File: src/rtl/line_code_pkg.sv
package line_code_pkg;

	////////////////////
	// Word geometry

	// Bits per 8b/10b codeword
	localparam int WORD_BITS = 10;
	// Enough bits to hold a slip offset of 0 to 9
	localparam int OFFSET_BITS = $clog2(WORD_BITS);

	////////////////////
	// Comma constants

	// Length of the run of equal bits that marks a comma
	localparam int COMMA_RUN = 5;
	// All legal commas put their run at bits 7:3 of an aligned word
	localparam logic [4:0] COMMA_POS = 5'd3;

	// K28 6b sub-blocks, RD- form first (abcdei, a in bit 5)
	localparam logic [5:0] K28_6B_RDN = 6'b001111;
	localparam logic [5:0] K28_6B_RDP = 6'b110000;

	////////////////////
	// Codeword and symbol types

	// Split view of a codeword, abcdei above fghj
	typedef struct packed {
		logic [5:0] sub_6b;
		logic [3:0] sub_4b;
	} codeword_split_t;

	// Comma scan reads the raw word, decode reads the sub-blocks
	typedef union packed {
		logic [9:0] raw;
		codeword_split_t split;
	} codeword_u;

	// Decoded symbol, data is {3b value, 5b value} as in Dx.y
	typedef struct packed {
		logic [7:0] data;
		logic is_ctl;
		logic symbol_err;
		logic disparity_err;
		logic spare;
	} rx_symbol_t;

endpackage

File: src/rtl/comma_detector.sv
`timescale 1ns/1ns

module comma_detector import line_code_pkg::*; (
	input  logic clk,
	input  logic rst_n,
	input  logic aligned_valid,
	input  logic [19:0] window,
	output logic comma_hit,
	output logic [4:0] comma_pos
);

	logic hit_c;
	logic [4:0] pos_c;

	// Check each five-bit slice starting in the newer word
	// Later slices win, so the highest position is reported
	always_comb begin
		hit_c = 1'b0;
		pos_c = '0;
		for (int i = 0; i < WORD_BITS; i++) begin
			// Positive or negative comma run
			if (window[i +: COMMA_RUN] == {COMMA_RUN{1'b1}} || window[i +: COMMA_RUN] == '0) begin
				hit_c = 1'b1;
				pos_c = 5'(i);
			end
		end
	end

	always_ff @(posedge clk) begin
		if (!rst_n)
			comma_hit <= 1'b0;
		else
			comma_hit <= aligned_valid && hit_c;
	end

	// Position only means something alongside a hit
	always_ff @(posedge clk) begin
		if (aligned_valid && hit_c)
			comma_pos <= pos_c;
	end

endmodule

File: config.mk
export PLATFORM = sky130hd
export DESIGN_NAME = comma_detector
export DESIGN_NICKNAME = d
export VERILOG_FILES = /design/src/rtl/line_code_pkg.sv /design/src/rtl/comma_detector.sv
export SDC_FILE = /design/constraint.sdc
export NUM_CORES = 1
export LEC_CHECK = 0
export ABC_AREA = 0
export BUFFER_PORTS_ARGS = -buffer_cell sky130_fd_sc_hd__clkbuf_2
export CAP_MARGIN = 20
export CORE_MARGIN = 1
export CORE_UTILIZATION = 35
export CTS_CLUSTER_SIZE = 12
export DETAILED_ROUTE_END_ITERATION = 10
export PLACE_DENSITY = 0.61
export SYNTH_ARGS = -nofsm -noshare
export SYNTH_HDL_FRONTEND = slang
export SYNTH_SLANG_ARGS = --single-unit
File: constraint.sdc
create_clock -name clk -period 4.01 [get_ports clk]
set_input_delay 0.2005 -clock clk [delete_from_list [all_inputs] [get_ports clk]]
set_output_delay 0.2005 -clock clk [all_outputs]
set_load 0.01 [all_outputs]
==> flow_summary.yaml <==
power:
  ir_drop_v: 0.000134
  p_comb_share_pct: 30.3
  netSwitchingFraction_pct: 31.4
  power.internal_mw: 0.122
  p_switching_mw: 0.0556
  pwr-share-clk_pct: 33.9
  p_seq_share_pct: 35.8
  power.density_nw_per_um2: 256
  p_leak_nw: 0.282
logic_synthesis:
  synthAdderAreaFrac_pct: 0
  synthTopCellsByArea: "edfxtp_1 (20%), nand2_1 (6.1%), nor2_1 (6.1%)"
  synth_nets: 98
  muxShareOfSynthArea_pct: 3.48
  async_flop_share_pct: 0
  synth-seq-cells: 5
  synth.avg_cell_area_um2: 8.16
  yosys.area.top_type: "edfxtp_1"
  synth_edf_count: 4
  synth.top_cells.by_count: "nand2_1 (10), nor2_1 (10), edfxtp_1 (4)"
  syn_area_um2: 612
  synth_top_area_share_pct: 19.6
  synth_xor_area_share_pct: 0
  synthesis.instances: 75
  synthSimpleGateAreaFrac_pct: 30.9
  synth-compound-area-share_pct: 30.5
  synth_flop_cell: "edfxtp_1"
  yosysWarnings: 0
  ys_seq_area_share_pct: 22.9
  synth_cell_type_count: 35
  synth_top_family_by_area: "simple AND/OR/NAND/NOR gates"
worst_setup_path:
  start_kind: "input pin"
  cp_slowest_cell: "a2111o_1"
  worstSetupPathType: "in2reg"
  crit_family: "compound AO/OA/AOI/OAI gates"
  worstPathArrival_ns: 1.41
  crit_buf_inv: 1
  cpPeakStageDelay_ns: 0.40
  cp_max_fo: 11
  crit_chain: "clkbuf_2, a2111o_1, o22ai_2, a211oi_2, nand3_2, and2_1"
  crit_required_ns: 3.94
  cp-startpoint: "window[8]"
  cp-end-kind: "register"
detailed_routing:
  drc: 0
  first_iter_violations: 11
  wl_per_cell_um: 12.2
  drt-total-wl_um: 1300
  dr.pass1.iters: 4
  num_vias: 616
  vias_per_cell: 5.76
  ant_nets: 0
cts:
  cts_max_level: 1
  clock_sinks: 5
  path_clk_slew_ns: 0.04
  numCtsBuffers: 3
  cts_tree: "done"
  cts_hold_buffers: 0
  postCtsSetupRepairBufs: 0
  cts.repair.resized: 0
  clockBufferDepth: 2
  cts-root-buf: "clkbuf_4"
global_route:
  overflow: 0
  grt_max_degree: 12
  grt_pass1_vias: 529
  grt.total_usage_pct: 14.3
  grt_pass1_wl_um: 2090
  antenna_found_initial: 0
timing:
  setup_tns_ns: 0
  layout_min_cycle_time_ns: 1.48
  fin_ws_ns: 2.53
  period_share_pct: 36.9
  drv_slew: 0
  hold_viol: 0
  rsz0062_at_grt: "no"
  max_freq_mhz: 676
  setup_viol: 0
  whs_ns: 0.189
min_path:
  min_path_type: "in2reg"
  hp-start: "rst_n"
die:
  core_um2: 1580
  row_count: 14
  die-area_um2: 1920
  die_h_um: 43.8
  start_util_pct: 38.8
  die_w_um: 43.8
  ioPinCount: 29
placed_design:
  gp_congestion: 0.791
  io_buffers: 21
  placed_area_um2: 666
  place_ws_ns: 2.28
  place_hpwl_um: 984
cells_and_area:
  layout-area-overhead-vs-synth_pct: 13.1
  multiInputGateArea_um2: 400
  layout-drive-gt1-share_pct: 35.2
  n_fill_cell: 168
  fin_nets: 115
  antenna_cells: 0
  fin_area_um2: 692
  regArea_um2: 140
job:
  max_cap_violations: 0
outcome:
  run_status: "finished clean"
stage by stage:
stage          cells  utilization [%]  total power [mW]
3_3_place_gp     103             42.2             0.117
5_1_grt          107             43.9             0.187
4_1_cts          107             43.9             0.178
2_1_floorplan     75                -             0.104
6_report         107             43.9             0.177
3_5_place_dp     103             42.2             0.118
layer usage:
| layer | part of all wire, % | GRT usage [%] | vias to the layer above |
|---|---|---|---|
| li1 | - | - | 321 |
| met1 | 47 | 18.0 | 275 |
| met2 | 47 | 24.2 | 20 |
| met3 | 5.2 | 3.75 | 0 |
| met4 | 0 | 3.75 | 0 |
| met5 | 0 | 0 | - |
flip-flops by register name, summed over array words and instances (netlist names):
signal     cells
comma_pos      4
comma_hit      1
final timing paths:
| kind | endpoint | slack [ns] | depth (start not counted) |
|---|---|---|---|
| setup / recovery | comma_pos[0] | 2.53 | 6 |
| hold / removal | comma_hit | 0.19 | 2 |
layout make-up:
cell class / instances / share of cell area (%)
sequential: 5 / 20.3
clock buffer: 4 / 3.80
timing repair buffer: 21 / 15.2
multi-input combinational: 61 / 57.9
tap: 16 / 2.89
layout by cell type, fill, tap and decap left out, types with 2 or more instances in the layout:
master,count
o22ai_2,2
nor3_1,2
nand2b_1,2
a21oi_1,2
nand3_2,2
clkbuf_2,21
clkbuf_4,3
nand3_1,3
a2111o_1,2
a211oi_1,2
o211ai_1,3
nor2_1,10
edfxtp_1,4
or4_1,2
nand2_1,10
nand4_1,2
logic make-up after synthesis:
family	Yosys count
AND/OR/NAND/NOR	37
other	1
AO/OA/AOI/OAI	21
multiplexers	2
flip-flops	5
buffers and inverters	9
power by group through the flow:
| stage | clock, mW | combinational, mW | sequential [mW] |
|---|---|---|---|
| 2_1_floorplan | 0 | 0.0368 | 0.0675 |
| 3_3_place_gp | 0 | 0.0524 | 0.0643 |
| 3_5_place_dp | 0 | 0.0536 | 0.0645 |
| 4_1_cts | 0.0610 | 0.0538 | 0.0636 |
| 5_1_grt | 0.0638 | 0.0591 | 0.0639 |
| 6_report | 0.0601 | 0.0537 | 0.0635 |
(Power assumes the default switching activity.)
