### src/rtl/line_code_pkg.sv
package line_code_pkg;

	////////////////////
	// Word geometry

	// Bits per 8b/10b codeword
	localparam int WORD_BITS = 10;
	// Enough bits to hold a slip offset of 0 to 9
	localparam int OFFSET_BITS = $clog2(WORD_BITS);

	////////////////////
	// Comma constants

	// Length of the run of equal bits that marks a comma
	localparam int COMMA_RUN = 5;
	// All legal commas put their run at bits 7:3 of an aligned word
	localparam logic [4:0] COMMA_POS = 5'd3;

	// K28 6b sub-blocks, RD- form first (abcdei, a in bit 5)
	localparam logic [5:0] K28_6B_RDN = 6'b001111;
	localparam logic [5:0] K28_6B_RDP = 6'b110000;

	////////////////////
	// Codeword and symbol types

	// Split view of a codeword, abcdei above fghj
	typedef struct packed {
		logic [5:0] sub_6b;
		logic [3:0] sub_4b;
	} codeword_split_t;

	// Comma scan reads the raw word, decode reads the sub-blocks
	typedef union packed {
		logic [9:0] raw;
		codeword_split_t split;
	} codeword_u;

	// Decoded symbol, data is {3b value, 5b value} as in Dx.y
	typedef struct packed {
		logic [7:0] data;
		logic is_ctl;
		logic symbol_err;
		logic disparity_err;
		logic spare;
	} rx_symbol_t;

endpackage

### src/rtl/rx_link_pkg.sv
package rx_link_pkg;

	////////////////////
	// Alignment window

	// Commas per evaluation window, short for simulation
	localparam int COMMA_WINDOW = 16;
	// More bad commas than this in one window forces a slip
	localparam int BAD_LIMIT = 8;
	// Cycles of hits ignored while a slip drains the pipe
	localparam int SLIP_SETTLE = 4;

	localparam int WIN_BITS = $clog2(COMMA_WINDOW);
	localparam int BAD_BITS = $clog2(COMMA_WINDOW + 1);
	localparam int SETTLE_BITS = $clog2(SLIP_SETTLE + 1);

	////////////////////
	// Flow control

	localparam int CREDIT_MAX = 4;
	localparam int QUEUE_DEPTH = 4;
	localparam int CREDIT_BITS = $clog2(CREDIT_MAX + 1);
	localparam int PTR_BITS = $clog2(QUEUE_DEPTH);
	localparam int COUNT_BITS = $clog2(QUEUE_DEPTH + 1);

	// Lock state and the one-cycle slip request
	typedef struct packed {
		logic locked;
		logic bitslip;
	} align_status_t;

endpackage

### src/rtl/alignment_monitor.sv
`timescale 1ns/1ns

module alignment_monitor import line_code_pkg::*, rx_link_pkg::*; (
	input  logic clk,
	input  logic rst_n,
	input  logic comma_hit,
	input  logic [4:0] comma_pos,
	output align_status_t status
);

	logic [WIN_BITS-1:0] comma_count;
	logic [BAD_BITS-1:0] bad_count;
	logic [BAD_BITS-1:0] bad_next;
	// Counts down after a slip, hits from the old offset are dropped
	logic [SETTLE_BITS-1:0] settle;
	logic hit_ok;

	assign hit_ok = comma_hit && (settle == '0);
	// Bad count including the comma seen this cycle
	assign bad_next = bad_count + BAD_BITS'(comma_pos != COMMA_POS);

	always_ff @(posedge clk) begin
		if (!rst_n) begin
			comma_count <= '0;
			bad_count <= '0;
			settle <= '0;
			status <= '0;
		end else begin
			status.bitslip <= 1'b0;
			if (settle != '0)
				settle <= settle - 1'b1;

			if (hit_ok) begin
				// Window counter wraps by itself at COMMA_WINDOW
				comma_count <= comma_count + 1'b1;
				bad_count <= bad_next;

				////////////////////
				// End of window

				if (comma_count == WIN_BITS'(COMMA_WINDOW - 1)) begin
					bad_count <= '0;
					if (bad_next > BAD_BITS'(BAD_LIMIT)) begin
						// Mostly misplaced, shift the boundary
						status.locked <= 1'b0;
						status.bitslip <= 1'b1;
						settle <= SETTLE_BITS'(SLIP_SETTLE);
					end else if (bad_next == '0) begin
						status.locked <= 1'b1;
					end
				end
			end
		end
	end

	a_no_slip_while_locked: assert property (@(posedge clk) disable iff (!rst_n)
		!(status.locked && status.bitslip));

endmodule

### config.mk
export PLATFORM = sky130hd
export DESIGN_NAME = alignment_monitor
export DESIGN_NICKNAME = d
export VERILOG_FILES = /design/src/rtl/line_code_pkg.sv /design/src/rtl/rx_link_pkg.sv /design/src/rtl/alignment_monitor.sv
export SDC_FILE = /design/constraint.sdc
export NUM_CORES = 1
export LEC_CHECK = 0
export ABC_CLOCK_PERIOD_IN_PS = 2200
export BUFFER_PORTS_ARGS = -buffer_cell sky130_fd_sc_hd__buf_2
export CAP_MARGIN = 20
export CORE_UTILIZATION = 48
export DETAILED_ROUTE_END_ITERATION = 10
export GPL_ROUTABILITY_DRIVEN = 1
export PLACE_DENSITY = 0.69
export SYNTH_ARGS = -nofsm -noshare
export SYNTH_HDL_FRONTEND = slang
export SYNTH_SLANG_ARGS = --single-unit
### constraint.sdc
create_clock -name clk -period 2.2 [get_ports clk]
set_input_delay 0.66 -clock clk [delete_from_list [all_inputs] [get_ports clk]]
set_output_delay 0.66 -clock clk [all_outputs]
set_load 0.03 [all_outputs]
==> flow_metrics.env <==
export IMPL_status="complete, no violations"
export IMPL_hold_path_endpoint="comma_count[1]$_SDFFE_PN0P_"
export IMPL_avgViaCountPerCell=5.463
export IMPL_critPathLaunchType="primary input"
export IMPL_cap_violations=0
export IMPL_synth_top_cells_by_area="dfxtp_1 (38%), ha_1 (8.4%), xor2_1 (4.7%)"
export IMPL_yosys_area_top_type_share_pct=37.84
export IMPL_setup_worst_path_start="comma_pos[4]"
export IMPL_cts_root_buffer="clkbuf_4"
export IMPL_remaining_drc_errors=0
export IMPL_numCtsBuffers=3
export IMPL_initial_utilization_pct=54.21
export IMPL_dp_hpwl_mm=1.075
export IMPL_async_reset_ff_share_pct=0
export IMPL_vias=590
export IMPL_post_drt_wl_per_cell_um=13.32
export IMPL_layout_cells_non_filler=108
export IMPL_deepest_clock_path_buffer_count=2
export IMPL_holdPathStages=2
export IMPL_regToRegStartpoint="bad_count[0]$_SDFFE_PN0P_"
export IMPL_cts_hold_repair_buffers=0
export IMPL_die_height_um=41.28
export IMPL_rsz_0062_raised_after_global_routing="yes"
export IMPL_yosysTopAreaCell="dfxtp_1"
export IMPL_synth_most_common_cell="dfxtp_1"
export IMPL_tritoncts_clock_tree="done"
export IMPL_report_final_setup_viol=0
export IMPL_synth_edff_count=0
export IMPL_finalCriticalPeriod_ns=2.136
export IMPL_timing_critical_path_to_type="register"
export IMPL_total_global_routing_overflow=0
export IMPL_cp_slowest_cell="or4_4"
export IMPL_max_slew_margin_rel_pct=79.83
export IMPL_antennaDiodeCount=0
export IMPL_clock_insertion_delay_worst_skew_ns=0.28
export IMPL_die_area_um2=1704
export IMPL_drt_initial_drc_count=8
export IMPL_cp_max_fo=4
export IMPL_fin_skew_ns=0.007810
export IMPL_first_pass_grt_wire_length_mm=2.104
export IMPL_synthFlopType="dfxtp_1"
export IMPL_place_area_um2=830.8
export IMPL_cpMostUsedCell="ha_4"
export IMPL_setup_tns_ns=0
export IMPL_drive_gt1_share_pct=30.11
export IMPL_mappedNetlistNets=92
export IMPL_port_buffer_count=9
export IMPL_critical_r2r_capture="settle[2]$_SDFF_PN0_"
export IMPL_synth_commonest_cells="dfxtp_1 (14), nand2_1 (9), nor2_1 (7)"
export IMPL_synth_register_bits=14
export IMPL_worst_path_largest_cell_delay_ns=0.54
export IMPL_final_cell_area_um2=893.4
export IMPL_period_share_pct=97.10
export IMPL_worst_slew_pin_transition_ns=0.3006
export IMPL_worstRegToRegCells=7
export IMPL_nNetsFinal=108
export IMPL_grt_total_usage_pct=19.78
export IMPL_yosys_cell_types_count=32
export IMPL_globalplace_congestion=0.6667
export IMPL_power_density_nw_per_um2=906.5
export IMPL_postSynthAreaPerCell_um2=9.376
export IMPL_critPathRequiredTime_ns=2.39
export IMPL_ant_nets=0
export IMPL_grt_max_degree=11
export IMPL_synth_yosys_seq_area_share_pct=37.84
export IMPL_antenna_found_initial=0
export IMPL_pin_count=10
export IMPL_max_clock_freq_mhz=468.1
export IMPL_numPlacedInstances=104
export IMPL_ir_drop_mv=0.5567
export IMPL_worstPathCellList="buf_6 -> or4_4 -> ha_4 -> ha_4 -> xor2_2 -> nor3_2 -> buf_4 -> o211a_1 -> a211oi_2"
export IMPL_h_tree_depth=1
export IMPL_route_final_wire_length_mm=1.439
export IMPL_min_from="comma_count[1]$_SDFFE_PN0P_"
export IMPL_synthesis_yosys_warnings=0
export IMPL_worst_setup_path_type="primary input to register"
export IMPL_reg2reg_slack_ns=0.70
export IMPL_power_static_leakage_nw=0.3633
export IMPL_number_of_cells_produced_by_synthesis=79
export IMPL_finalMaxSlewViolations=0
export IMPL_rows=13
export IMPL_first_global_vias=521
export IMPL_synthToLayoutAreaGrowth_pct=20.61
export IMPL_cts_sinks=14
export IMPL_area_of_the_core_um2=1366
export IMPL_die_x_um=41.28
export IMPL_dr_pass1_iters=4
export IMPL_synth_area_um2=740.7
export IMPL_critPathArrivalTime_ns=2.33
export IMPL_hold_path_class="register to register"
export IMPL_clock_input_transition_at_the_sequential_cells_of_the_worst_setup_and_hold_paths_ns=0.07
export IMPL_hold_violations=0
## stage by stage
stage / hold slack, ns / worst slack, ns / util, % / power (W)
floorplan: 0.4537 / -0.1264 / - / 0.0005920
global placement: 0.4651 / -0.2760 / 60.81 / 0.0006401
detailed placement: 0.4890 / -0.3244 / 60.81 / 0.0006554
CTS: 0.5006 / 0.008314 / 63.00 / 0.0008073
global route: 0.5302 / -0.04016 / 65.38 / 0.0008751
finish: 0.4923 / 0.06372 / 65.38 / 0.0008099
## sequential cells by signal (all words and copies together) (netlist names)
register	cells
bad_count	5
status	2
settle	3
comma_count	4
## cells in the final DEF (no fill, tap or decap), types with 3 or more instances in the layout
| cell | count |
|---|---|
| xor2_1 | 3 |
| ha_1 | 3 |
| nand2_1 | 9 |
| nor2_1 | 7 |
| buf_4 | 3 |
| a21oi_1 | 3 |
| o21ai_0 | 3 |
| clkbuf_4 | 3 |
| buf_2 | 8 |
| dfxtp_1 | 14 |
| and2_1 | 3 |
## layout make-up
cell class | instances | area (um2)
multi-input combinational | 61 | 486.7
fill | 119 | 473.0
sequential | 14 | 280.3
timing repair buffer | 12 | 73.82
clock buffer | 3 | 22.52
tap | 15 | 18.77
inverter | 3 | 11.26
## logic make-up after synthesis
family	count (synthesis)	synth area share, %
and+or+nand+nor	33	25.85
AOI/OAI and AO/OA	14	13.34
DFF	14	37.84
xor gates and xnor gates	7	9.291
adders and majority gates	5	8.446
buffers and inverters	4	2.534
muxes	2	2.703
## worst max-delay path: cells and delay by family
| kind | cells | cell delay, ns |
|---|---|---|
| AND/OR/NAND/NOR | 2 | 0.59 |
| buffers and inverters | 2 | 0.23 |
| AO/OA/AOI/OAI | 2 | 0.36 |
| adder cells (fa/ha/maj) | 2 | 0.35 |
| XOR/XNOR | 1 | 0.13 |
## what timing repair did
action,CTS,global route
gates resized for setup,0,5
pin swaps,1,6
cloned,0,0
setup buffers,1,0
setup endpoints to repair,4,6
## where the power goes
group          internal, W  switching, W  total [W]
Sequential        0.000293     0.0000313   0.000325
Clock            0.0000635     0.0000786   0.000142
Combinational     0.000171      0.000172   0.000343
Total             0.000528      0.000282   0.000810
## metal layers
layer	wire length (um)	GRT usage, %	share of wire [%]
met4	21	7.258	1.5
met3	61	8.152	4.2
met2	701	33.59	49
met1	654	21.82	45
met5	0	0	0
## worst max-delay path by stage
stage,endpoint,slack (ns),cells after the start
after global placement,status[0]$_SDFF_PN0_,-0.28,8
after detailed placement,settle[0]$_SDFF_PN0_,-0.32,8
final,settle[2]$_SDFF_PN0_,0.06,9
after CTS,settle[2]$_SDFF_PN0_,0.008,9
after global routing,status[1]$_SDFFE_PN0P_,-0.04,9
after floorplan,status[0]$_SDFF_PN0_,-0.13,7
Power figures use the tool's default switching activity.
