==> src/rtl/line_code_pkg.sv <==
package line_code_pkg;

	////////////////////
	// Word geometry

	// Bits per 8b/10b codeword
	localparam int WORD_BITS = 10;
	// Enough bits to hold a slip offset of 0 to 9
	localparam int OFFSET_BITS = $clog2(WORD_BITS);

	////////////////////
	// Comma constants

	// Length of the run of equal bits that marks a comma
	localparam int COMMA_RUN = 5;
	// All legal commas put their run at bits 7:3 of an aligned word
	localparam logic [4:0] COMMA_POS = 5'd3;

	// K28 6b sub-blocks, RD- form first (abcdei, a in bit 5)
	localparam logic [5:0] K28_6B_RDN = 6'b001111;
	localparam logic [5:0] K28_6B_RDP = 6'b110000;

	////////////////////
	// Codeword and symbol types

	// Split view of a codeword, abcdei above fghj
	typedef struct packed {
		logic [5:0] sub_6b;
		logic [3:0] sub_4b;
	} codeword_split_t;

	// Comma scan reads the raw word, decode reads the sub-blocks
	typedef union packed {
		logic [9:0] raw;
		codeword_split_t split;
	} codeword_u;

	// Decoded symbol, data is {3b value, 5b value} as in Dx.y
	typedef struct packed {
		logic [7:0] data;
		logic is_ctl;
		logic symbol_err;
		logic disparity_err;
		logic spare;
	} rx_symbol_t;

endpackage

==> src/rtl/word_slipper.sv <==
`timescale 1ns/1ns

module word_slipper import line_code_pkg::*; (
	input  logic clk,
	input  logic rst_n,
	input  logic raw_valid,
	input  logic [9:0] raw_word,
	input  logic bitslip,
	output logic aligned_valid,
	output codeword_u aligned,
	output logic [19:0] window
);

	// Last raw word from the deserializer
	logic [WORD_BITS-1:0] prev_raw;
	// Current word boundary, 0 to 9 bits into the previous word
	logic [OFFSET_BITS-1:0] offset;
	logic [2*WORD_BITS-1:0] joined;
	codeword_u next_word;

	assign joined = {prev_raw, raw_word};
	assign next_word.raw = joined[offset +: WORD_BITS];

	// Offset moves one bit per slip request, wraps after 9
	always_ff @(posedge clk) begin
		if (!rst_n) begin
			offset <= '0;
			aligned_valid <= 1'b0;
		end else begin
			aligned_valid <= raw_valid;
			if (bitslip)
				offset <= (offset == OFFSET_BITS'(WORD_BITS - 1)) ? '0 : offset + 1'b1;
		end
	end

	// Window is the last aligned word above the new one
	always_ff @(posedge clk) begin
		if (raw_valid) begin
			prev_raw <= raw_word;
			aligned <= next_word;
			window <= {aligned.raw, next_word.raw};
		end
	end

	a_offset_range: assert property (@(posedge clk) disable iff (!rst_n)
		offset < OFFSET_BITS'(WORD_BITS));

endmodule

==> config.mk <==
export PLATFORM = sky130hd
export DESIGN_NAME = word_slipper
export DESIGN_NICKNAME = d
export VERILOG_FILES = /design/src/rtl/line_code_pkg.sv /design/src/rtl/word_slipper.sv
export SDC_FILE = /design/constraint.sdc
export NUM_CORES = 1
export LEC_CHECK = 0
export BUFFER_PORTS_ARGS = -buffer_cell sky130_fd_sc_hd__clkbuf_2
export CORE_UTILIZATION = 30
export DETAILED_ROUTE_END_ITERATION = 8
export MAX_ROUTING_LAYER = met4
export SLEW_MARGIN = 10
export SYNTH_ARGS = -nofsm -noshare
export SYNTH_HDL_FRONTEND = slang
export SYNTH_SLANG_ARGS = --single-unit
==> constraint.sdc <==
create_clock -name clk -period 2.5 [get_ports clk]
set_clock_uncertainty 0.1 [all_clocks]
set_input_delay 0.125 -clock clk [delete_from_list [all_inputs] [get_ports clk]]
set_output_delay 0.125 -clock clk [all_outputs]
set_load 0.005 [all_outputs]
==> impl_metrics.csv, run 1 <==
group,metric,value,unit
outcome,outcome,"finished with violations",
outcome,violations,"design-rule violations",
route,avgViaCountPerCell,5.30,
yosys,netlist_instances,143,
finish,finalInstanceArea,0.00243,mm2
clock_tree,numCtsBuffers,5,
yosys,synth_area_leaders,"edfxtp_1 (44%), mux4_2 (22%), dfxtp_1 (4.9%)",
yosys,syn_area,0.00205,mm2
setup_path,worst_ep_required_time,2450,ps
timing,fin_crit_sh,81.3,%
clock_tree,path_clk_slew,70,ps
die,dieHeight,84.6,um
power,power_density,587,mW/mm2
timing,layout_min_cycle_time,2030,ps
die,io_pins,45,
yosys,yosysSeqAreaShare,48.9,%
die,core,0.00646,mm2
setup_path,startpoint,"offset[1]",
global_routing,antenna_found_initial,0,
clock_tree,cts_tree,"yes",
hold_path,hold_path_class,"in -> reg",
placement,place_inst,249,
clock_tree,clock_tree.root_cell,"clkbuf_8",
power,leakage,0.886,nW
hold_path,min_from,"raw_word[7]",
yosys,yosys.cell_count.top_type,"edfxtp_1",
setup_path,cp_max_fo,12,
route,vias,1398,
route,ant_nets,0,
yosys,synth_top_area_share,44.0,%
power,ir_drop,0.236,mV
timing,fmax,492,MHz
yosys,synth_top_cell_by_area,"edfxtp_1",
die,initial_core_util,31.7,%
timing,hold_viol,0,
yosys,yosys_most_used_dff,"edfxtp_1",
setup_path,worstPathArrival,1980,ps
clock_tree,clock_latency,300,ps
global_routing,grt_usage,13.3,%
yosys,ys_seq_elements,35,
clock_tree,htree_levels,2,
timing,tightest_slew,757,ps
timing,drv_slew,0,
finish,layout.nets,200,
yosys,synthTopCellsByCount,"edfxtp_1 (30), mux4_2 (20), buf_4 (13)",
clock_tree,cts_setup_buffers,0,
placement,gp_congestion,0.890,
die,die_w,84.6,um
finish,areaGrowthSynthToFinish,18.6,%
clock_tree,clk_path_buf_depth,2,
yosys,avgSynthCellArea,14.3,um2
route,first_iter_violations,97,
clock_tree,hold_buffers,7,
route,avgRoutedWirePerCell,16.0,um
global_routing,first_global_vias,1343,
clock_tree,cts_sinks,35,
global_routing,grt_pass1_wl,6970,um
setup_path,worstSetupPathType,"reg -> reg",
yosys,syn-num-nets,157,
finish,drive_gt1_share,42.8,%
placement,post_dp_cell_area,0.00227,mm2
finish,final-instance-count-excl-fill,264,
finish,diodes,0,
setup_path,start_kind,"register",
global_routing,overflow,0,
setup_path,endpoint_kind,"register",
global_routing,grt_start_max_net_pins,32,
job,cap_violations,0,
yosys,synthArstFlopShare,0,%
timing,setup_tns,0,ps
timing,setup_viol,0,
timing,timing.slew.headroom,49.5,%
route,routed_wl,4230,um
clock_tree,post_cts_resized,0,
route,dr.pass1.iters,9,
route,drc,8,
placement,hpwl,2930,um
placement,portBuffers,44,
die,rows,29,
yosys,yosysWarningCount,0,
die,die-area,0.00716,mm2
timing,rsz0062_at_grt,"no",
setup_path,reg2reg_from,"offset[1]",
yosys,synth-edff-count,30,
yosys,synth_cell_types,29,
-- final timing paths --
path / cells after the start / slack [ps] / endpoint
worst max-delay path: 4 / 470 / aligned[1]
worst min-delay path: 1 / 10 / prev_raw[7]
worst max register to register: 4 / 470 / aligned[1]
worst min register to register: 0 / 380 / window[14]
-- sequential cells by signal, indices dropped and copies added, names as in the netlist --
| signal | count |
|---|---|
| aligned_valid | 1 |
| prev_raw | 10 |
| aligned | 9 |
| window | 11 |
| offset | 4 |
-- routing by layer --
metal | GRT usage (%) | up-vias | part of all wire (%) | wire, um
li1 | - | 639 | - | -
met1 | 17.5 | 681 | 46 | 1950
met2 | 19.0 | 71 | 45 | 1900
met3 | 3.05 | 7 | 6.9 | 292
met4 | 7.24 | 0 | 2.3 | 98
met5 | - | - | 0 | 0
-- through the flow --
step	util [%]	setup WS [ps]	power [W]	hold slack (ps)
after floorplan	-	827	0.000937	124
after CTS	37.6	460	0.00145	8.16
after global placement	35.1	522	0.00102	231
after detailed placement	35.1	478	0.00102	234
after global routing	37.6	371	0.00150	23.9
final	37.6	468	0.00143	10.6
-- worst max-delay path, stage by stage, from the launching register on --
cell	delay [ps]
dfxtp_1	620
buf_4	290
mux4_2	520
mux2i_1	170
a21oi_1	80
-- kinds of logic (layout without fill, tap and decap cells) --
logic type / count (synthesis) / count (layout) / synth area share (%)
buffers and inverters: 22 / 66 / 7.63
AO/OA/AOI/OAI: 16 / 16 / 5.13
AND/OR/NAND/NOR: 36 / 36 / 8.80
flip-flops: 35 / 35 / 48.9
multiplexers: 32 / 32 / 28.7
XOR/XNOR: 2 / 2 / 0.855
-- final cells by class --
class	instances	area (um2)
Clock buffer	5	68.8
Multi-Input combinational cell	86	891
Tap cell	77	96.3
Fill cell	623	4030
Inverter	1	3.75
Clock inverter	3	20.0
Timing Repair Buffer	57	348
Sequential cell	35	1000
-- power breakdown --
part / internal [W] / switching (W)
Sequential: 0.000694 / 0.0000407
Clock: 0.000193 / 0.000214
Combinational: 0.000157 / 0.000125
Total: 0.00105 / 0.000380
-- cells in the final DEF, fill, tap and decap left out --
master / netlist / layout
o21ai_0: 3 / 3
buf_12: 0 / 1
a211oi_1: 1 / 1
nor2_1: 5 / 5
clkinv_2: 0 / 1
nand3b_1: 1 / 1
nand4_1: 1 / 1
a21oi_1: 5 / 5
a211oi_2: 1 / 1
mux4_1: 1 / 1
nand2_1: 8 / 8
clkbuf_2: 0 / 44
xor2_1: 1 / 1
nor2b_1: 6 / 6
clkbuf_8: 0 / 5
buf_4: 13 / 5
nand2b_1: 1 / 1
inv_1: 1 / 1
dfxtp_1: 5 / 5
a22oi_1: 5 / 5
a21boi_0: 1 / 1
mux4_2: 20 / 20
xnor2_1: 1 / 1
and2_1: 3 / 3
nand3_1: 10 / 10
mux2_2: 1 / 1
mux2i_1: 10 / 10
edfxtp_1: 30 / 30
clkinvlp_4: 0 / 2
dlygate4sd3_1: 0 / 7
nor3_1: 1 / 1
Power figures use the tool's default switching activity.
==> run 2, diff against run 1 <==
clock period = 1.8 ns   (was 2.5 ns; I/O delays follow)
==> impl_metrics.csv, run 2 (synthesis results as in run 1) <==
group,metric,value,unit
setup_path,endpoint,"aligned[7]",
finish,final_cell_mix,"clkbuf_2 (43), edfxtp_1 (30), mux4_2 (20), buf_4 (17)",
route,ant_nets,0,
clock_tree,path_clk_slew,70,ps
setup_path,crit_cells,4,
clock_tree,cts_tree,"yes",
die,dieHeight,84.6,um
clock_tree,htree_levels,2,
job,cap_violations,0,
clock_tree,clock_tree.root_cell,"clkbuf_8",
setup_path,startpoint,"prev_raw[0]",
finish,diodes,0,
setup_path,reg2reg_to,"aligned[7]",
die,die-area,0.00716,mm2
setup_path,crit_path_top_delay_cell,"mux4_2",
timing,fmax,569,MHz
timing,layout_min_cycle_time,1760,ps
placement,hpwl,3020,um
power,switching_share,26.0,%
finish,layout.nets,214,
power,power.clock.fraction,27.3,%
global_routing,antenna_found_initial,0,
die,die_w,84.6,um
die,core,0.00646,mm2
timing,setup_tns,0,ps
route,dr.pass1.iters,6,
finish,areaGrowthSynthToFinish,24.6,%
setup_path,endpoint_kind,"register",
hold_path,hold_path_class,"in -> reg",
global_routing,overflow,0,
setup_path,worstPathArrival,1690,ps
setup_path,worstSetupPathType,"reg -> reg",
power,pwr-share-seq,50.3,%
setup_path,cp_max_fo,5,
timing,drv_slew,0,
timing,setup_viol,0,
finish,utilization,39.5,%
finish,largest_register,"window",
setup_path,start_kind,"register",
power,leakage,0.962,nW
power,ir_drop,0.262,mV
setup_path,path_buf_inv,1,
global_routing,grt_usage,12.9,%
die,initial_core_util,31.7,%
route,avgViaCountPerCell,5.14,
setup_path,slowest_delay,480,ps
clock_tree,cts_sinks,35,
timing,timing.slew.headroom,49.4,%
timing,tightest_slew,759,ps
route,avgRoutedWirePerCell,15.1,um
route,vias,1430,
placement,gp_congestion,0.862,
die,rows,29,
placement,detailedPlace.worstSlack,42.0,ps
timing,hold_viol,0,
route,routed_wl,4200,um
route,first_iter_violations,93,
power,p_switching,0.000520,W
timing,setup_ws,42.1,ps
setup_path,worst_ep_required_time,1740,ps
finish,drive_gt1_share,45.8,%
setup_path,reg2reg_slack,40,ps
clock_tree,clock_latency,290,ps
global_routing,grt_pass1_wl,6800,um
finish,layout_commonest_cell,"clkbuf_2",
clock_tree,numCtsBuffers,5,
setup_path,reg2reg_from,"prev_raw[0]",
outcome,outcome,"finished, final reports clean",
finish,largest_reg_flops,11,
die,io_pins,45,
power,power_density,785,mW/mm2
global_routing,first_global_vias,1298,
setup_path,rr_worst_depth,4,
global_routing,grt_start_max_net_pins,32,
setup_path,cpLargestDelayFamily,"multiplexers",
power,p_int,0.00148,W
power,power_frac_comb,22.4,%
placement,portBuffers,44,
clock_tree,clk_path_buf_depth,2,
timing,fin_crit_sh,97.7,%
setup_path,path_cells,"buf_4 -> mux4_2 -> a22oi_1 -> nand3_1",
route,drc,0,
finish,top_regs,"window: 11 flops, prev_raw: 10 flops, aligned: 9 flops",
==> run 2: cell count changes in the layout (fill, tap and decap cells not counted), sizes merged <==
cell / before / now
clkinv: 1 / 2
clkinvlp: 2 / 0
buf: 6 / 19
dlygate4sd3: 7 / 9
==> run 2: area by class of cell <==
| class | instances | area (um2) |
|---|---|---|
| fillers | 612 | 3910 |
| flip-flops and latches | 35 | 1000 |
| multi-input cells | 86 | 896 |
| repair buffers | 71 | 473 |
| clock buffers | 6 | 72.6 |
| inverters | 1 | 3.75 |
| clock inverters | 2 | 7.51 |
| well taps | 77 | 96.3 |
==> run 2: worst min-delay path by stage <==
stage | start | endpoint | slack [ps] | cells after the start
2_1_floorplan | raw_word[0] | prev_raw[0] | 90 | 0
3_3_place_gp | raw_word[0] | prev_raw[0] | 190 | 1
3_5_place_dp | raw_word[1] | prev_raw[1] | 180 | 1
4_1_cts | raw_word[8] | prev_raw[8] | 7 | 1
5_1_grt | raw_word[6] | prev_raw[6] | 30 | 1
6_report | raw_word[6] | prev_raw[6] | 7 | 1
==> run 2: through the flow <==
step	cells	area [um2]	hold WS (ps)	power [W]
6_report	278	2550	7.32	0.00200
5_1_grt	278	2550	26.0	0.00210
4_1_cts	275	2520	7.35	0.00201
3_5_place_dp	258	2350	183	0.00145
3_3_place_gp	258	2350	186	0.00145
2_1_floorplan	143	2050	88.9	0.00130
==> run 2: repair_timing <==
action | 4_1_cts | 5_1_grt
resized for setup | 0 | 3
endpoints found under the setup margin | 0 | 5
buffers inserted | 0 | 4
hold buffers | 9 | 0
endpoints found under the hold margin | 13 | 0
==> run 2: power groups by stage <==
stage | Sequential [W] | Clock [W] | Combinational [W]
6_report | 0.00101 | 0.000546 | 0.000449
2_1_floorplan | 0.00102 | 0 | 0.000280
3_5_place_dp | 0.00103 | 0 | 0.000420
5_1_grt | 0.00101 | 0.000596 | 0.000491
3_3_place_gp | 0.00102 | 0 | 0.000422
4_1_cts | 0.00101 | 0.000568 | 0.000436
==> run 2: layer usage <==
| metal | wire length (um) | GRT usage [%] |
|---|---|---|
| met1 | 1950 | 17.3 |
| met2 | 1850 | 18.4 |
| met3 | 338 | 4.23 |
| met4 | 51 | 4.16 |
| met5 | 0 | - |
