$ cat config.mk
export PLATFORM = sky130hd
export DESIGN_NAME = credit_queue
export DESIGN_NICKNAME = d
export VERILOG_FILES = /design/src/rtl/line_code_pkg.sv /design/src/rtl/rx_link_pkg.sv /design/src/rtl/credit_queue.sv
export SDC_FILE = /design/constraint.sdc
export NUM_CORES = 1
export LEC_CHECK = 0
export ABC_AREA = 1
export BUFFER_PORTS_ARGS = -buffer_cell sky130_fd_sc_hd__buf_2
export CORE_ASPECT_RATIO = 0.7
export CORE_UTILIZATION = 58
export CTS_CLUSTER_SIZE = 28
export DETAILED_ROUTE_END_ITERATION = 10
export PLACE_DENSITY = 0.81
export SLEW_MARGIN = 0
export SYNTH_ARGS = -nofsm -noshare
export SYNTH_HDL_FRONTEND = slang
export SYNTH_SLANG_ARGS = --single-unit
$ cat constraint.sdc
create_clock -name clk -period 2.39 [get_ports clk]
set_clock_uncertainty 0.05 [all_clocks]
set_input_delay 0.478 -clock clk [delete_from_list [all_inputs] [get_ports clk]]
set_output_delay 0.478 -clock clk [all_outputs]
set_load 0.05 [all_outputs]
$ cat src/rtl/line_code_pkg.sv
package line_code_pkg;

	////////////////////
	// Word geometry

	// Bits per 8b/10b codeword
	localparam int WORD_BITS = 10;
	// Enough bits to hold a slip offset of 0 to 9
	localparam int OFFSET_BITS = $clog2(WORD_BITS);

	////////////////////
	// Comma constants

	// Length of the run of equal bits that marks a comma
	localparam int COMMA_RUN = 5;
	// All legal commas put their run at bits 7:3 of an aligned word
	localparam logic [4:0] COMMA_POS = 5'd3;

	// K28 6b sub-blocks, RD- form first (abcdei, a in bit 5)
	localparam logic [5:0] K28_6B_RDN = 6'b001111;
	localparam logic [5:0] K28_6B_RDP = 6'b110000;

	////////////////////
	// Codeword and symbol types

	// Split view of a codeword, abcdei above fghj
	typedef struct packed {
		logic [5:0] sub_6b;
		logic [3:0] sub_4b;
	} codeword_split_t;

	// Comma scan reads the raw word, decode reads the sub-blocks
	typedef union packed {
		logic [9:0] raw;
		codeword_split_t split;
	} codeword_u;

	// Decoded symbol, data is {3b value, 5b value} as in Dx.y
	typedef struct packed {
		logic [7:0] data;
		logic is_ctl;
		logic symbol_err;
		logic disparity_err;
		logic spare;
	} rx_symbol_t;

endpackage

$ cat src/rtl/rx_link_pkg.sv
package rx_link_pkg;

	////////////////////
	// Alignment window

	// Commas per evaluation window, short for simulation
	localparam int COMMA_WINDOW = 16;
	// More bad commas than this in one window forces a slip
	localparam int BAD_LIMIT = 8;
	// Cycles of hits ignored while a slip drains the pipe
	localparam int SLIP_SETTLE = 4;

	localparam int WIN_BITS = $clog2(COMMA_WINDOW);
	localparam int BAD_BITS = $clog2(COMMA_WINDOW + 1);
	localparam int SETTLE_BITS = $clog2(SLIP_SETTLE + 1);

	////////////////////
	// Flow control

	localparam int CREDIT_MAX = 4;
	localparam int QUEUE_DEPTH = 4;
	localparam int CREDIT_BITS = $clog2(CREDIT_MAX + 1);
	localparam int PTR_BITS = $clog2(QUEUE_DEPTH);
	localparam int COUNT_BITS = $clog2(QUEUE_DEPTH + 1);

	// Lock state and the one-cycle slip request
	typedef struct packed {
		logic locked;
		logic bitslip;
	} align_status_t;

endpackage

$ cat src/rtl/credit_queue.sv
`timescale 1ns/1ns

module credit_queue import line_code_pkg::*, rx_link_pkg::*; (
	input  logic clk,
	input  logic rst_n,
	input  logic dec_valid,
	input  rx_symbol_t dec_sym,
	input  logic locked,
	input  logic credit_return,
	output logic sym_valid,
	output rx_symbol_t sym,
	output logic overflow
);

	rx_symbol_t mem [QUEUE_DEPTH];
	logic [PTR_BITS-1:0] wr_ptr;
	logic [PTR_BITS-1:0] rd_ptr;
	logic [COUNT_BITS-1:0] count;
	logic [CREDIT_BITS-1:0] credits;
	logic [CREDIT_BITS-1:0] credits_left;
	logic push, have_data, send, pop_mem, bypass, store, drop, accept;

	// Nothing enters before the link is aligned
	assign push = dec_valid && locked;
	assign have_data = count != '0;
	assign send = (credits != '0) && (have_data || push);
	assign pop_mem = send && have_data;
	// Empty queue, new symbol goes straight out
	assign bypass = send && !have_data;
	assign store = push && !bypass;
	// Full unless a slot frees this cycle
	assign drop = store && (count == COUNT_BITS'(QUEUE_DEPTH)) && !pop_mem;
	assign accept = store && !drop;
	assign credits_left = credits - CREDIT_BITS'(send);

	always_ff @(posedge clk) begin
		if (!rst_n) begin
			wr_ptr <= '0;
			rd_ptr <= '0;
			count <= '0;
			credits <= CREDIT_BITS'(CREDIT_MAX);
			sym_valid <= 1'b0;
			overflow <= 1'b0;
		end else begin
			sym_valid <= send;
			if (accept)
				wr_ptr <= wr_ptr + 1'b1;
			if (pop_mem)
				rd_ptr <= rd_ptr + 1'b1;
			count <= count + COUNT_BITS'(accept) - COUNT_BITS'(pop_mem);
			// Returned credit saturates at the reset value
			if (credit_return && credits_left != CREDIT_BITS'(CREDIT_MAX))
				credits <= credits_left + 1'b1;
			else
				credits <= credits_left;
			// Sticky until reset
			if (drop)
				overflow <= 1'b1;
		end
	end

	always_ff @(posedge clk) begin
		if (accept)
			mem[wr_ptr] <= dec_sym;
		if (pop_mem)
			sym <= mem[rd_ptr];
		else if (bypass)
			sym <= dec_sym;
	end

	a_send_needs_credit: assert property (@(posedge clk) disable iff (!rst_n)
		sym_valid |-> $past(credits) != '0);

endmodule

==> results of run 1 <==
report_power, final:
part	internal, mW	switching (mW)	total (mW)
clock	0.585	0.436	1.02
sequential	1.72	0.108	1.83
combinational	0.518	1.30	1.82
flip-flops by register name, indices dropped and copies added (netlist names), named ones only:
signal,cells
count,3
credits,3
mem,48
overflow,1
rd_ptr,2
sym,12
sym_valid,1
wr_ptr,2
final timing paths:
kind                          from                     to  cells after the start
max            count[1]$_SDFF_PN0_  credits[2]$_SDFF_PN1_                     12
max reg2reg    count[1]$_SDFF_PN0_  credits[2]$_SDFF_PN1_                     12
min reg2reg  overflow$_SDFFE_PN0P_  overflow$_SDFFE_PN0P_                      2
min                     dec_sym[7]    mem[1][7]$_DFFE_PP_                      1
through the flow:
step | setup WS, ns | hold slack (ns) | cells | instance area (µm²)
6_report | 0.272 | 0.315 | 387 | 3520
5_1_grt | 0.0970 | 0.301 | 387 | 3520
4_1_cts | 0.298 | 0.300 | 387 | 3520
3_5_place_dp | 0.0894 | 0.415 | 371 | 3310
3_3_place_gp | 0.174 | 0.395 | 371 | 3310
2_1_floorplan | 0.284 | 0.383 | 274 | 3080
area by class of cell:
cell class                 count  area [µm²]
fill                         357        1420
clock buffer                  11         131
sequential                    74        2080
tap                           69        86.3
timing repair buffer          38         210
clock inverter                 5        78.8
inverter                      29         111
multi-input combinational    161         820
routing by layer:
| metal | share of wire [%] | up-vias | wire length [µm] |
|---|---|---|---|
| met2 | 48 | 56 | 2580 |
| met1 | 45 | 883 | 2460 |
| li1 | - | 1002 | - |
| met5 | 0 | - | 0 |
| met3 | 6.4 | 8 | 350 |
| met4 | 0.74 | 0 | 40 |
cells by family (layout without fill, tap and decap cells):
kind of cell	count (synthesis)	count (layout)
adders and majority gates	10	10
and+or+nand+nor	103	103
DFF	74	74
AOI/OAI and AO/OA	45	45
buffers and inverters	39	83
xor gates and xnor gates	3	3
cells in the mapped netlist, types with 3 or more instances:
cell / count
a21oi_1: 3
a31oi_1: 12
buf_6: 3
clkbuf_1: 3
dfxtp_1: 14
edfxtp_1: 60
ha_1: 9
inv_1: 27
nand2_1: 15
nand2_2: 3
nand3_1: 4
nor2_1: 77
o21ai_0: 29
xor2_1: 3
==> results by group, run 1 <==
Final layout
  • Most common cell after layout, fill and taps aside: nor2_1
  • Fin util: 71.3%
  • P&R area growth vs syn: 14.2%
  • Leading cell types in the layout, fill and taps excluded: nor2_1, edfxtp_1, buf_2
  • Layout cell share with drive strength beyond 1: 18.6%
  • # nets final: 340
  • ANT cells: 0

Floorplan
  • Initial Util: 62.4%
  • I/O pins: 31
  • # rows: 21
  • Die area: 5620 µm²
  • Placeable Area: 4940 µm²
  • Chip width: 89.1 µm
  • Die Y: 63 µm

Synthesis
  • Yosys top cell area share: 58.4%
  • Largest family of logic cells by synthesized area: simple AND/OR/NAND/NOR gates
  • Synth Cell Area: 3080 µm²
  • Synth Area in XOR/XNOR: 0.852%
  • Adder-cell area share of the yosys netlist: 4.30%
  • Cell count after synthesis: 274
  • Synth warn: 0
  • Simple-Gate Fraction of Synth Area: 13.6%
  • Yosys top cell by area: edfxtp_1
  • Post-synthesis compound-gate area fraction: 7.87%
  • Post-Syn Nets: 301
  • Mux contribution to synthesized area: 0%
  • Cell variety after synth: 25
  • Synthesis-stage register bit count: 74
  • Async SR Flop Fraction: 0%
  • Post-synth EDFFs: 60
  • Top post-synthesis cells by area: edfxtp_1, nor2_1, dfxtp_1, o21ai_0, ha_1
  • Register area share after synthesis: 67.5%
  • Synth Area per Inst: 11.3 µm²
  • Synth Flop Type: edfxtp_1

Clock tree
  • Hold_buf cts: 0
  • Clock Tree Buf Depth: 2
  • Postcts setup bufs: 0
  • CTS Sinks: 74
  • CTS Buf Count: 9
  • CTS tree: yes
  • Worst skew pair latency: 0.34 ns
  • H-tree levels: 3
  • Clk root buf: clkbuf_8
  • CTS resizes: 0
  • Clk slew on worst S/H paths: 0.07 ns

Critical path
  • Reg-to-reg slack, setup: 0.27 ns
  • WP data required: 2.57 ns
  • Delay-heaviest family, CP: simple AND/OR/NAND/NOR gates
  • Worst path cell trace: nor2_4, nand2_2, o21ai_0, inv_1, ha_1, ha_1, xor2_1, nand2_1, nand2_1, inv_1, nand2_1, nand3_1
  • Buf/Inv on CP: 2
  • CP max stage cell: dfxtp_1
  • Worst setup path class: register to register
  • CP Capture Type: register
  • Data arrival time of the worst path: 2.30 ns
  • Crit-path max FO: 4
  • CP dominant cell by count: nand2_1
  • Crit start category: register
  • CP max stage delay: 0.36 ns

Global route
  • GR Util All Layers: 22.7%
  • Vias in the first global route: 1,930
  • Initial antenna violation count: 0
  • Global route overflow: 0
  • GRT met1 Usage: 29.8%
  • Routing usage on met2: 35.5%
  • Pin count of the biggest net entering global routing: 27
  • First-pass GRT wire length: 9070 µm
  • Met3 Use GR: 7.53%
  • Busiest grt layer: met2

Routing
  • DRC: 0
  • Avg WL per Cell: 14.1 µm
  • Final ANT Viol Nets: 0
  • Detailed Routing Iterations Pass 1: 4
  • Iter 0 DRT Violations: 94
  • Via density: 5.04
  • Routed Wire Length: 5440 µm
  • DR vias: 1,949

Place
  • Port bufs: 30
  • Post-DP HPWL: 3530 µm
  • GPL Wtd Cong: 0.810

Timing
  • Final period util: 88.6%
  • Tightest Pin Transition: 0.547 ns
  • Fin crit period: 2.12 ns
  • Hold Vio Cnt, Final: 0
  • Rel. slew slack: 63.5%
  • Final setup fails: 0
  • RSZ-0062 raised after global routing: false
  • Final TNS setup: 0 ns
  • Pins Over Slew Limit: 0
  • Highest clock rate: 472 MHz

Power and ir drop
  • Leakage: 1.39 nW
  • Cell Pwr Density: 1330 nW/µm²
  • Pwr Total: 4.67 mW
  • Maximum VDD drop: 600 µV

Job
  • Max cap viols: 0

Status
  • Outcome: finished clean

Hold path
  • HP Class: input pin to register
Note: power is estimated with default switching activity, not from simulation.
==> run 2: changes to the inputs <==
--- a/config.mk
+++ b/config.mk
@@ -6,7 +6,7 @@
 export NUM_CORES = 1
 export LEC_CHECK = 0
 export ABC_AREA = 1
-export BUFFER_PORTS_ARGS = -buffer_cell sky130_fd_sc_hd__buf_2
+export BUFFER_PORTS_ARGS = -buffer_cell sky130_fd_sc_hd__buf_4
 export CORE_ASPECT_RATIO = 0.7
 export CORE_UTILIZATION = 58
 export CTS_CLUSTER_SIZE = 28
==> results by group, run 2 (synthesized netlist as in run 1, its figures left out) <==
Place
  • GPL Wtd Cong: 0.792 (-2.1%)
  • Post-DP HPWL: 3850 µm (+9.0%)
  • Port bufs: 30 (unchanged)

Global route
  • Global route overflow: 0 (unchanged)
  • Vias in the first global route: 1,873 (-3.0%)
  • Initial antenna violation count: 0 (unchanged)
  • First-pass GRT wire length: 9200 µm (+1.4%)
  • GR Util All Layers: 23.2% (+0.54 points)
  • Pin count of the biggest net entering global routing: 27 (unchanged)

Final layout
  • Register area: 2080 µm² (unchanged)
  • # nets final: 340 (unchanged)
  • Largest registers: mem x48, sym x12
  • Most common cell after layout, fill and taps aside: nor2_1
  • Leading cell types in the layout, fill and taps excluded: nor2_1, edfxtp_1, buf_4
  • Fin util: 71.6% (+0.30 points)
  • Multi-input gate area: 820 µm² (unchanged)
  • Layout cell share with drive strength beyond 1: 18.3% (-0.26 points)
  • Max reg flops: 48 (unchanged)
  • ANT cells: 0 (unchanged)
  • P&R area growth vs syn: 14.7%
  • Fillers: 366 (+2.5%)
  • Largest register by flop count: mem

Timing
  • Min Hold Slack: 0.298 ns (-0.0167 ns)
  • Rel. slew slack: 61.5% (-2.0 points)
  • Hold Vio Cnt, Final: 0 (unchanged)
  • RSZ-0062 raised after global routing: false
  • Fin crit period: 2.14 ns (+0.0188 ns)
  • Pins Over Slew Limit: 0 (unchanged)
  • Final setup fails: 0 (unchanged)
  • Final period util: 89.4% (+0.79 points)
  • Highest clock rate: 468 MHz (-0.88%)
  • Tightest Pin Transition: 0.577 ns (+0.0295 ns)
  • Final TNS setup: 0 ns (unchanged)

Floorplan
  • Placeable Area: 4940 µm² (unchanged)
  • # rows: 21 (unchanged)
  • Die Y: 63 µm (unchanged)
  • Initial Util: 62.4% (unchanged)
  • I/O pins: 31 (unchanged)
  • Chip width: 89.1 µm (unchanged)
  • Die area: 5620 µm² (unchanged)

Routing
  • DRC: 0 (unchanged)
  • Iter 0 DRT Violations: 133 (+41%)
  • Via density: 5.22 (+3.7%)
  • Final ANT Viol Nets: 0 (unchanged)
  • Avg WL per Cell: 14.8 µm (+5.5%)
  • Routed Wire Length: 5720 µm (+5.2%)
  • DR vias: 2,016 (+3.4%)
  • Detailed Routing Iterations Pass 1: 5 (+1)

Clock tree
  • Clk slew on worst S/H paths: 0.07 ns (about the same)
  • CTS tree: yes
  • Postcts setup bufs: 0 (unchanged)
  • Worst skew pair latency: 0.34 ns (about the same)
  • CTS Buf Count: 9 (unchanged)
  • Clock Tree Buf Depth: 2 (unchanged)
  • Hold_buf cts: 0 (unchanged)
  • Clk root buf: clkbuf_8
  • CTS Sinks: 74 (unchanged)
  • H-tree levels: 3 (unchanged)
  • CTS resizes: 0 (unchanged)

Status
  • Outcome: finished clean

Critical path
  • CP max stage cell: dfxtp_1
  • CP max stage delay: 0.35 ns (about the same)
  • Data arrival time of the worst path: 2.32 ns (+0.02 ns)
  • Worst path cell trace: nor2_4, nand2_2, o21ai_0, inv_1, ha_1, ha_1, ha_1, nand2_1, nand2_1, o21ai_0, nor2_1
  • Buf/Inv on CP: 1 (-1)
  • Delay-heaviest family, CP: adder cells
  • Worst setup path class: register to register
  • WP data required: 2.57 ns (about the same)
  • Crit start category: register
  • Crit-path max FO: 4 (unchanged)
  • CP dominant cell by count: ha_1
  • CP Capture Type: register

Power and ir drop
  • Leakage: 1.40 nW (+0.67%)
  • Cell Pwr Density: 1290 nW/µm² (-3.1%)
  • Maximum VDD drop: 585 µV (-2.6%)

Hold path
  • HP Class: input pin to register

Job
  • Max cap viols: 0 (unchanged)
[run 2: per-layer routing]
layer	part of all wire (%)	global-route usage, %	vias to the layer above
li1	-	-	1003
met1	43	29.7	943
met2	50	37.3	61
met3	6.0	7.93	9
met4	1.0	7.14	0
met5	0	0	-
[run 2: worst paths after layout]
path                           from               endpoint  slack, ns  cells past startpoint
max reg2reg     count[1]$_SDFF_PN0_  credits[1]$_SDFF_PN0_       0.25                     11
min reg2reg  rd_ptr[1]$_SDFFE_PN0N_               register       0.44                      2
min                      dec_sym[4]    mem[2][4]$_DFFE_PP_       0.30                      1
max             count[1]$_SDFF_PN0_  credits[1]$_SDFF_PN0_       0.25                     11
[run 2: layout make-up]
class	count	area share (%)
Clock inverter	5	0.637
Multi-Input combinational cell	161	23.2
Clock buffer	10	3.61
Sequential cell	74	58.9
Tap cell	69	2.44
Inverter	29	3.15
Timing Repair Buffer	38	8.07
[run 2: through the flow]
step | setup slack, ns | power, mW | instances | instance area [µm²]
final | 0.254 | 4.55 | 386 | 3530
after global routing | 0.103 | 4.85 | 386 | 3530
after CTS | 0.243 | 4.58 | 386 | 3530
after detailed placement | 0.0224 | 3.81 | 371 | 3380
after global placement | 0.159 | 3.70 | 371 | 3380
after floorplan | 0.284 | 3.31 | 274 | 3080
[run 2: worst reg2reg max path: stages, from the launching register on]
cell	delay [ns]
dfxtp_1	0.35
nor2_4	0.16
nand2_2	0.08
o21ai_0	0.22
inv_1	0.07
ha_1	0.19
ha_1	0.31
ha_1	0.21
nand2_1	0.06
nand2_1	0.08
o21ai_0	0.18
nor2_1	0.07
[run 2: power by group]
part | leakage [nW] | internal [mW] | switching, mW
combinational | 0.655 | 0.596 | 1.33
clock | 0.0808 | 0.358 | 0.416
sequential | 0.667 | 1.73 | 0.118
total | 1.40 | 2.68 | 1.87
==> run 3: changes to the inputs <==
--- a/config.mk
+++ b/config.mk
@@ -5,13 +5,13 @@
 export SDC_FILE = /design/constraint.sdc
 export NUM_CORES = 1
 export LEC_CHECK = 0
-export ABC_AREA = 1
 export BUFFER_PORTS_ARGS = -buffer_cell sky130_fd_sc_hd__buf_4
 export CORE_ASPECT_RATIO = 0.7
-export CORE_UTILIZATION = 58
+export CORE_UTILIZATION = 57
 export CTS_CLUSTER_SIZE = 28
 export DETAILED_ROUTE_END_ITERATION = 10
-export PLACE_DENSITY = 0.81
+export PLACE_DENSITY = 0.8
+export REMOVE_ABC_BUFFERS = 1
 export SLEW_MARGIN = 0
 export SYNTH_ARGS = -nofsm -noshare
 export SYNTH_HDL_FRONTEND = slang
==> results by group, run 3 <==
Status
  • Outcome: finished clean

Clock tree
  • CTS Buf Count: 9 (unchanged)
  • Clock Tree Buf Depth: 2 (unchanged)
  • Postcts setup bufs: 0 (unchanged)
  • Clk slew on worst S/H paths: 0.08 ns (about the same)
  • CTS tree: yes
  • Worst skew pair latency: 0.35 ns (about the same)
  • CTS Sinks: 74 (unchanged)
  • Clk root buf: clkbuf_8
  • H-tree levels: 3 (unchanged)

Place
  • GPL Wtd Cong: 0.733 (-7.5%)
  • Placement Cell Area: 3330 µm² (-1.7%)
  • Dpl ws: 0.122 ns (+0.0994 ns)
  • Inst Count DP: 267 (-28%)
  • Post-DP HPWL: 3520 µm (-8.7%)
  • Port bufs: 30 (unchanged)

Synthesis
  • Yosys top cell area share: 60.3% (+1.9 points)
  • Synth Cell Area: 2990 µm² (-3.1%)
  • Post-synth top cells: edfxtp_1, dfxtp_1, mux2_2, mux4_2
  • Synth Area per Inst: 18.0 µm² (+60%)
  • Register area share after synthesis: 69.7% (+2.1 points)
  • Cell variety after synth: 30 (+20%)
  • Most numerous cell in the Yosys netlist: edfxtp_1
  • Post-synth EDFFs: 60 (unchanged)
  • Async SR Flop Fraction: 0% (unchanged)
  • Yosys top cell by area: edfxtp_1
  • Top post-synthesis cells by area: edfxtp_1, dfxtp_1, mux4_2, mux2_2, ha_1
  • Synth warn: 0 (unchanged)
  • Cell count after synthesis: 166 (-39%)
  • Synth Flop Type: edfxtp_1
  • Synthesis-stage register bit count: 74 (unchanged)

Timing
  • Fin crit period: 2.24 ns (+0.107 ns)
  • Final TNS setup: 0 ns (unchanged)
  • Highest clock rate: 446 MHz (-4.8%)
  • Final setup fails: 0 (unchanged)
  • Hold Vio Cnt, Final: 0 (unchanged)
  • Min Hold Slack: 0.284 ns (-0.0147 ns)
  • RSZ-0062 raised after global routing: false
  • Tightest Pin Transition: 0.607 ns (+0.0297 ns)
  • Worst Setup Slack, final: 0.146 ns (-0.107 ns)
  • Rel. slew slack: 59.5% (-2.0 points)
  • Pins Over Slew Limit: 0 (unchanged)
  • Final period util: 93.9% (+4.5 points)

Routing
  • Final ANT Viol Nets: 0 (unchanged)
  • Via density: 5.45 (+4.3%)
  • Detailed Routing Iterations Pass 1: 4 (-1)
  • DRC: 0 (unchanged)
  • Iter 0 DRT Violations: 97 (-27%)
  • DR vias: 1,541 (-24%)
  • Routed Wire Length: 5320 µm (-7.0%)
  • Avg WL per Cell: 18.8 µm (+27%)

Hold path
  • Worst Hold End: mem[2][0]$_DFFE_PP_
  • Hold Path Stages: 1 (unchanged)
  • HP Start: dec_sym[0]
  • HP Class: input pin to register

Critical path
  • Crit-path max FO: 3 (-1)
  • CP Capture Type: register
  • WP data required: 2.59 ns (+0.02 ns)
  • Launch point of the worst reg-to-reg path: count[1]$_SDFF_PN0_
  • Reg-to-reg slack, setup: 0.15 ns (-0.11 ns)
  • Worst setup path class: register to register
  • Critical path launch point: count[1]$_SDFF_PN0_
  • Worst reg2reg endpoint: count[2]$_SDFF_PN0_
  • R2R depth: 10 (-1)
  • Crit start category: register
  • Data arrival time of the worst path: 2.45 ns (+0.13 ns)

Final layout
  • Fin util: 72.1% (+0.59 points)
  • Layout cell share with drive strength beyond 1: 38.3% (+20 points)
  • Largest registers: mem x48, sym x12
  • Final non-filler cell total: 283 (-27%)
  • Largest register by flop count: mem
  • ANT cells: 0 (unchanged)
  • Fin area: 3540 µm² (+0.28%)
  • Most common cell after layout, fill and taps aside: edfxtp_1
  • P&R area growth vs syn: 18.6%
  • Max reg flops: 48 (unchanged)
  • Register area: 2080 µm² (unchanged)
  • Leading cell types in the layout, fill and taps excluded: edfxtp_1, buf_4, dfxtp_1
  • # nets final: 236 (-31%)
  • Multi-input gate area: 858 µm² (+4.7%)
  • Fillers: 300 (-18%)

Power and ir drop
  • Combinational power share: 38.6% (-3.8 points)
  • Internal power: 3.07 mW (+15%)
  • Leakage: 1.28 nW (-8.6%)
  • Cell Pwr Density: 1330 nW/µm² (+3.5%)
  • Sequential share of power: 39.2% (-1.3 points)
  • Maximum VDD drop: 713 µV (+22%)
  • Pwr Total: 4.72 mW (+3.8%)
  • Psw: 1.65 mW (-12%)
  • Switching Fraction: 35.0% (-6.1 points)
  • Clock power frac: 22.1% (+5.1 points)

Floorplan
  • Die area: 5540 µm² (-1.3%)
  • I/O pins: 31 (unchanged)
  • # rows: 21 (unchanged)
  • Chip width: 88.5 µm (-0.68%)
  • Die Y: 62.6 µm (-0.67%)
  • Placeable Area: 4910 µm² (-0.53%)
  • Initial Util: 60.8% (-1.6 points)

Global route
  • Global route overflow: 0 (unchanged)
  • Vias in the first global route: 1,723 (-8.0%)
  • GR Util All Layers: 22.4% (-0.80 points)
  • First-pass GRT wire length: 8580 µm (-6.7%)
  • Pin count of the biggest net entering global routing: 14 (-48%)
  • Initial antenna violation count: 0 (unchanged)

Job
  • Max cap viols: 0 (unchanged)
[run 3: cell types whose count changed in the layout (fill, tap and decap cells not counted), moves of 4 or more]
cell     previous run  this run
nor2_1             77         3
mux2_2              0        12
xnor2_1             0         6
mux4_2              0        12
inv_1              27         8
and2_1              0         9
a31oi_1            12         0
and2_2              0         4
nand2_1            15         6
o21ai_0            29         0
[run 3: repair_timing]
item                       in CTS  in global routing
hold buffers                    0                  0
resized for setup               0                  1
setup endpoints to repair       0                  2
[run 3: layer usage]
layer / wire, µm / vias to the layer above / track usage (%)
li1: - / 714 / -
met1: 2250 / 779 / 27.6
met2: 2740 / 38 / 36.3
met3: 275 / 10 / 8.98
met4: 56 / 0 / 7.06
met5: 0 / - / 0
[run 3: power by group through the flow]
stage | sequential (mW) | clock [mW] | combinational (mW)
after floorplan | 2.28 | 0 | 0.872
after global placement | 1.86 | 0 | 1.73
after detailed placement | 1.88 | 0 | 1.82
after CTS | 1.85 | 1.06 | 1.84
after global routing | 1.88 | 1.12 | 1.96
final | 1.85 | 1.05 | 1.82
[run 3: cells by family after synthesis]
group,count (synthesis),synth area share (%)
mux,25,13.9
buf+inv,12,1.59
flops,74,69.7
xor+xnor,8,2.35
fa+ha+maj,10,4.44
simple gates,29,5.74
compound gates,8,2.30
[run 3: area by class of cell]
class                   instances  share of cell area, %
flip-flops and latches         74                   58.7
multi-input cells              80                   24.2
repair buffers                 36                   7.62
clock buffers                  10                   3.60
clock inverters                 6                   2.54
well taps                      69                   2.44
inverters                       8                  0.847
[run 3: worst max-delay path by stage]
stage / cells after the start / slack, ns / end
2_1_floorplan: 7 / 0.11 / count[2]$_SDFF_PN0_
3_3_place_gp: 10 / 0.27 / credits[0]$_SDFF_PN0_
3_5_place_dp: 9 / 0.12 / credits[0]$_SDFF_PN0_
4_1_cts: 9 / 0.1 / credits[0]$_SDFF_PN0_
5_1_grt: 9 / 0.04 / credits[0]$_SDFF_PN0_
6_report: 10 / 0.15 / count[2]$_SDFF_PN0_
[run 3: worst max-delay path, cell delays in order, from the launching register on]
cell and delay, ns:
dfxtp_1 0.34, nor3_1 0.27, buf_4 0.17, nor2_1 0.05, nand2_1 0.13, nand2_1 0.07
ha_1 0.19, fa_1 0.38, xnor2_1 0.22, xnor2_1 0.11, and2_1 0.16
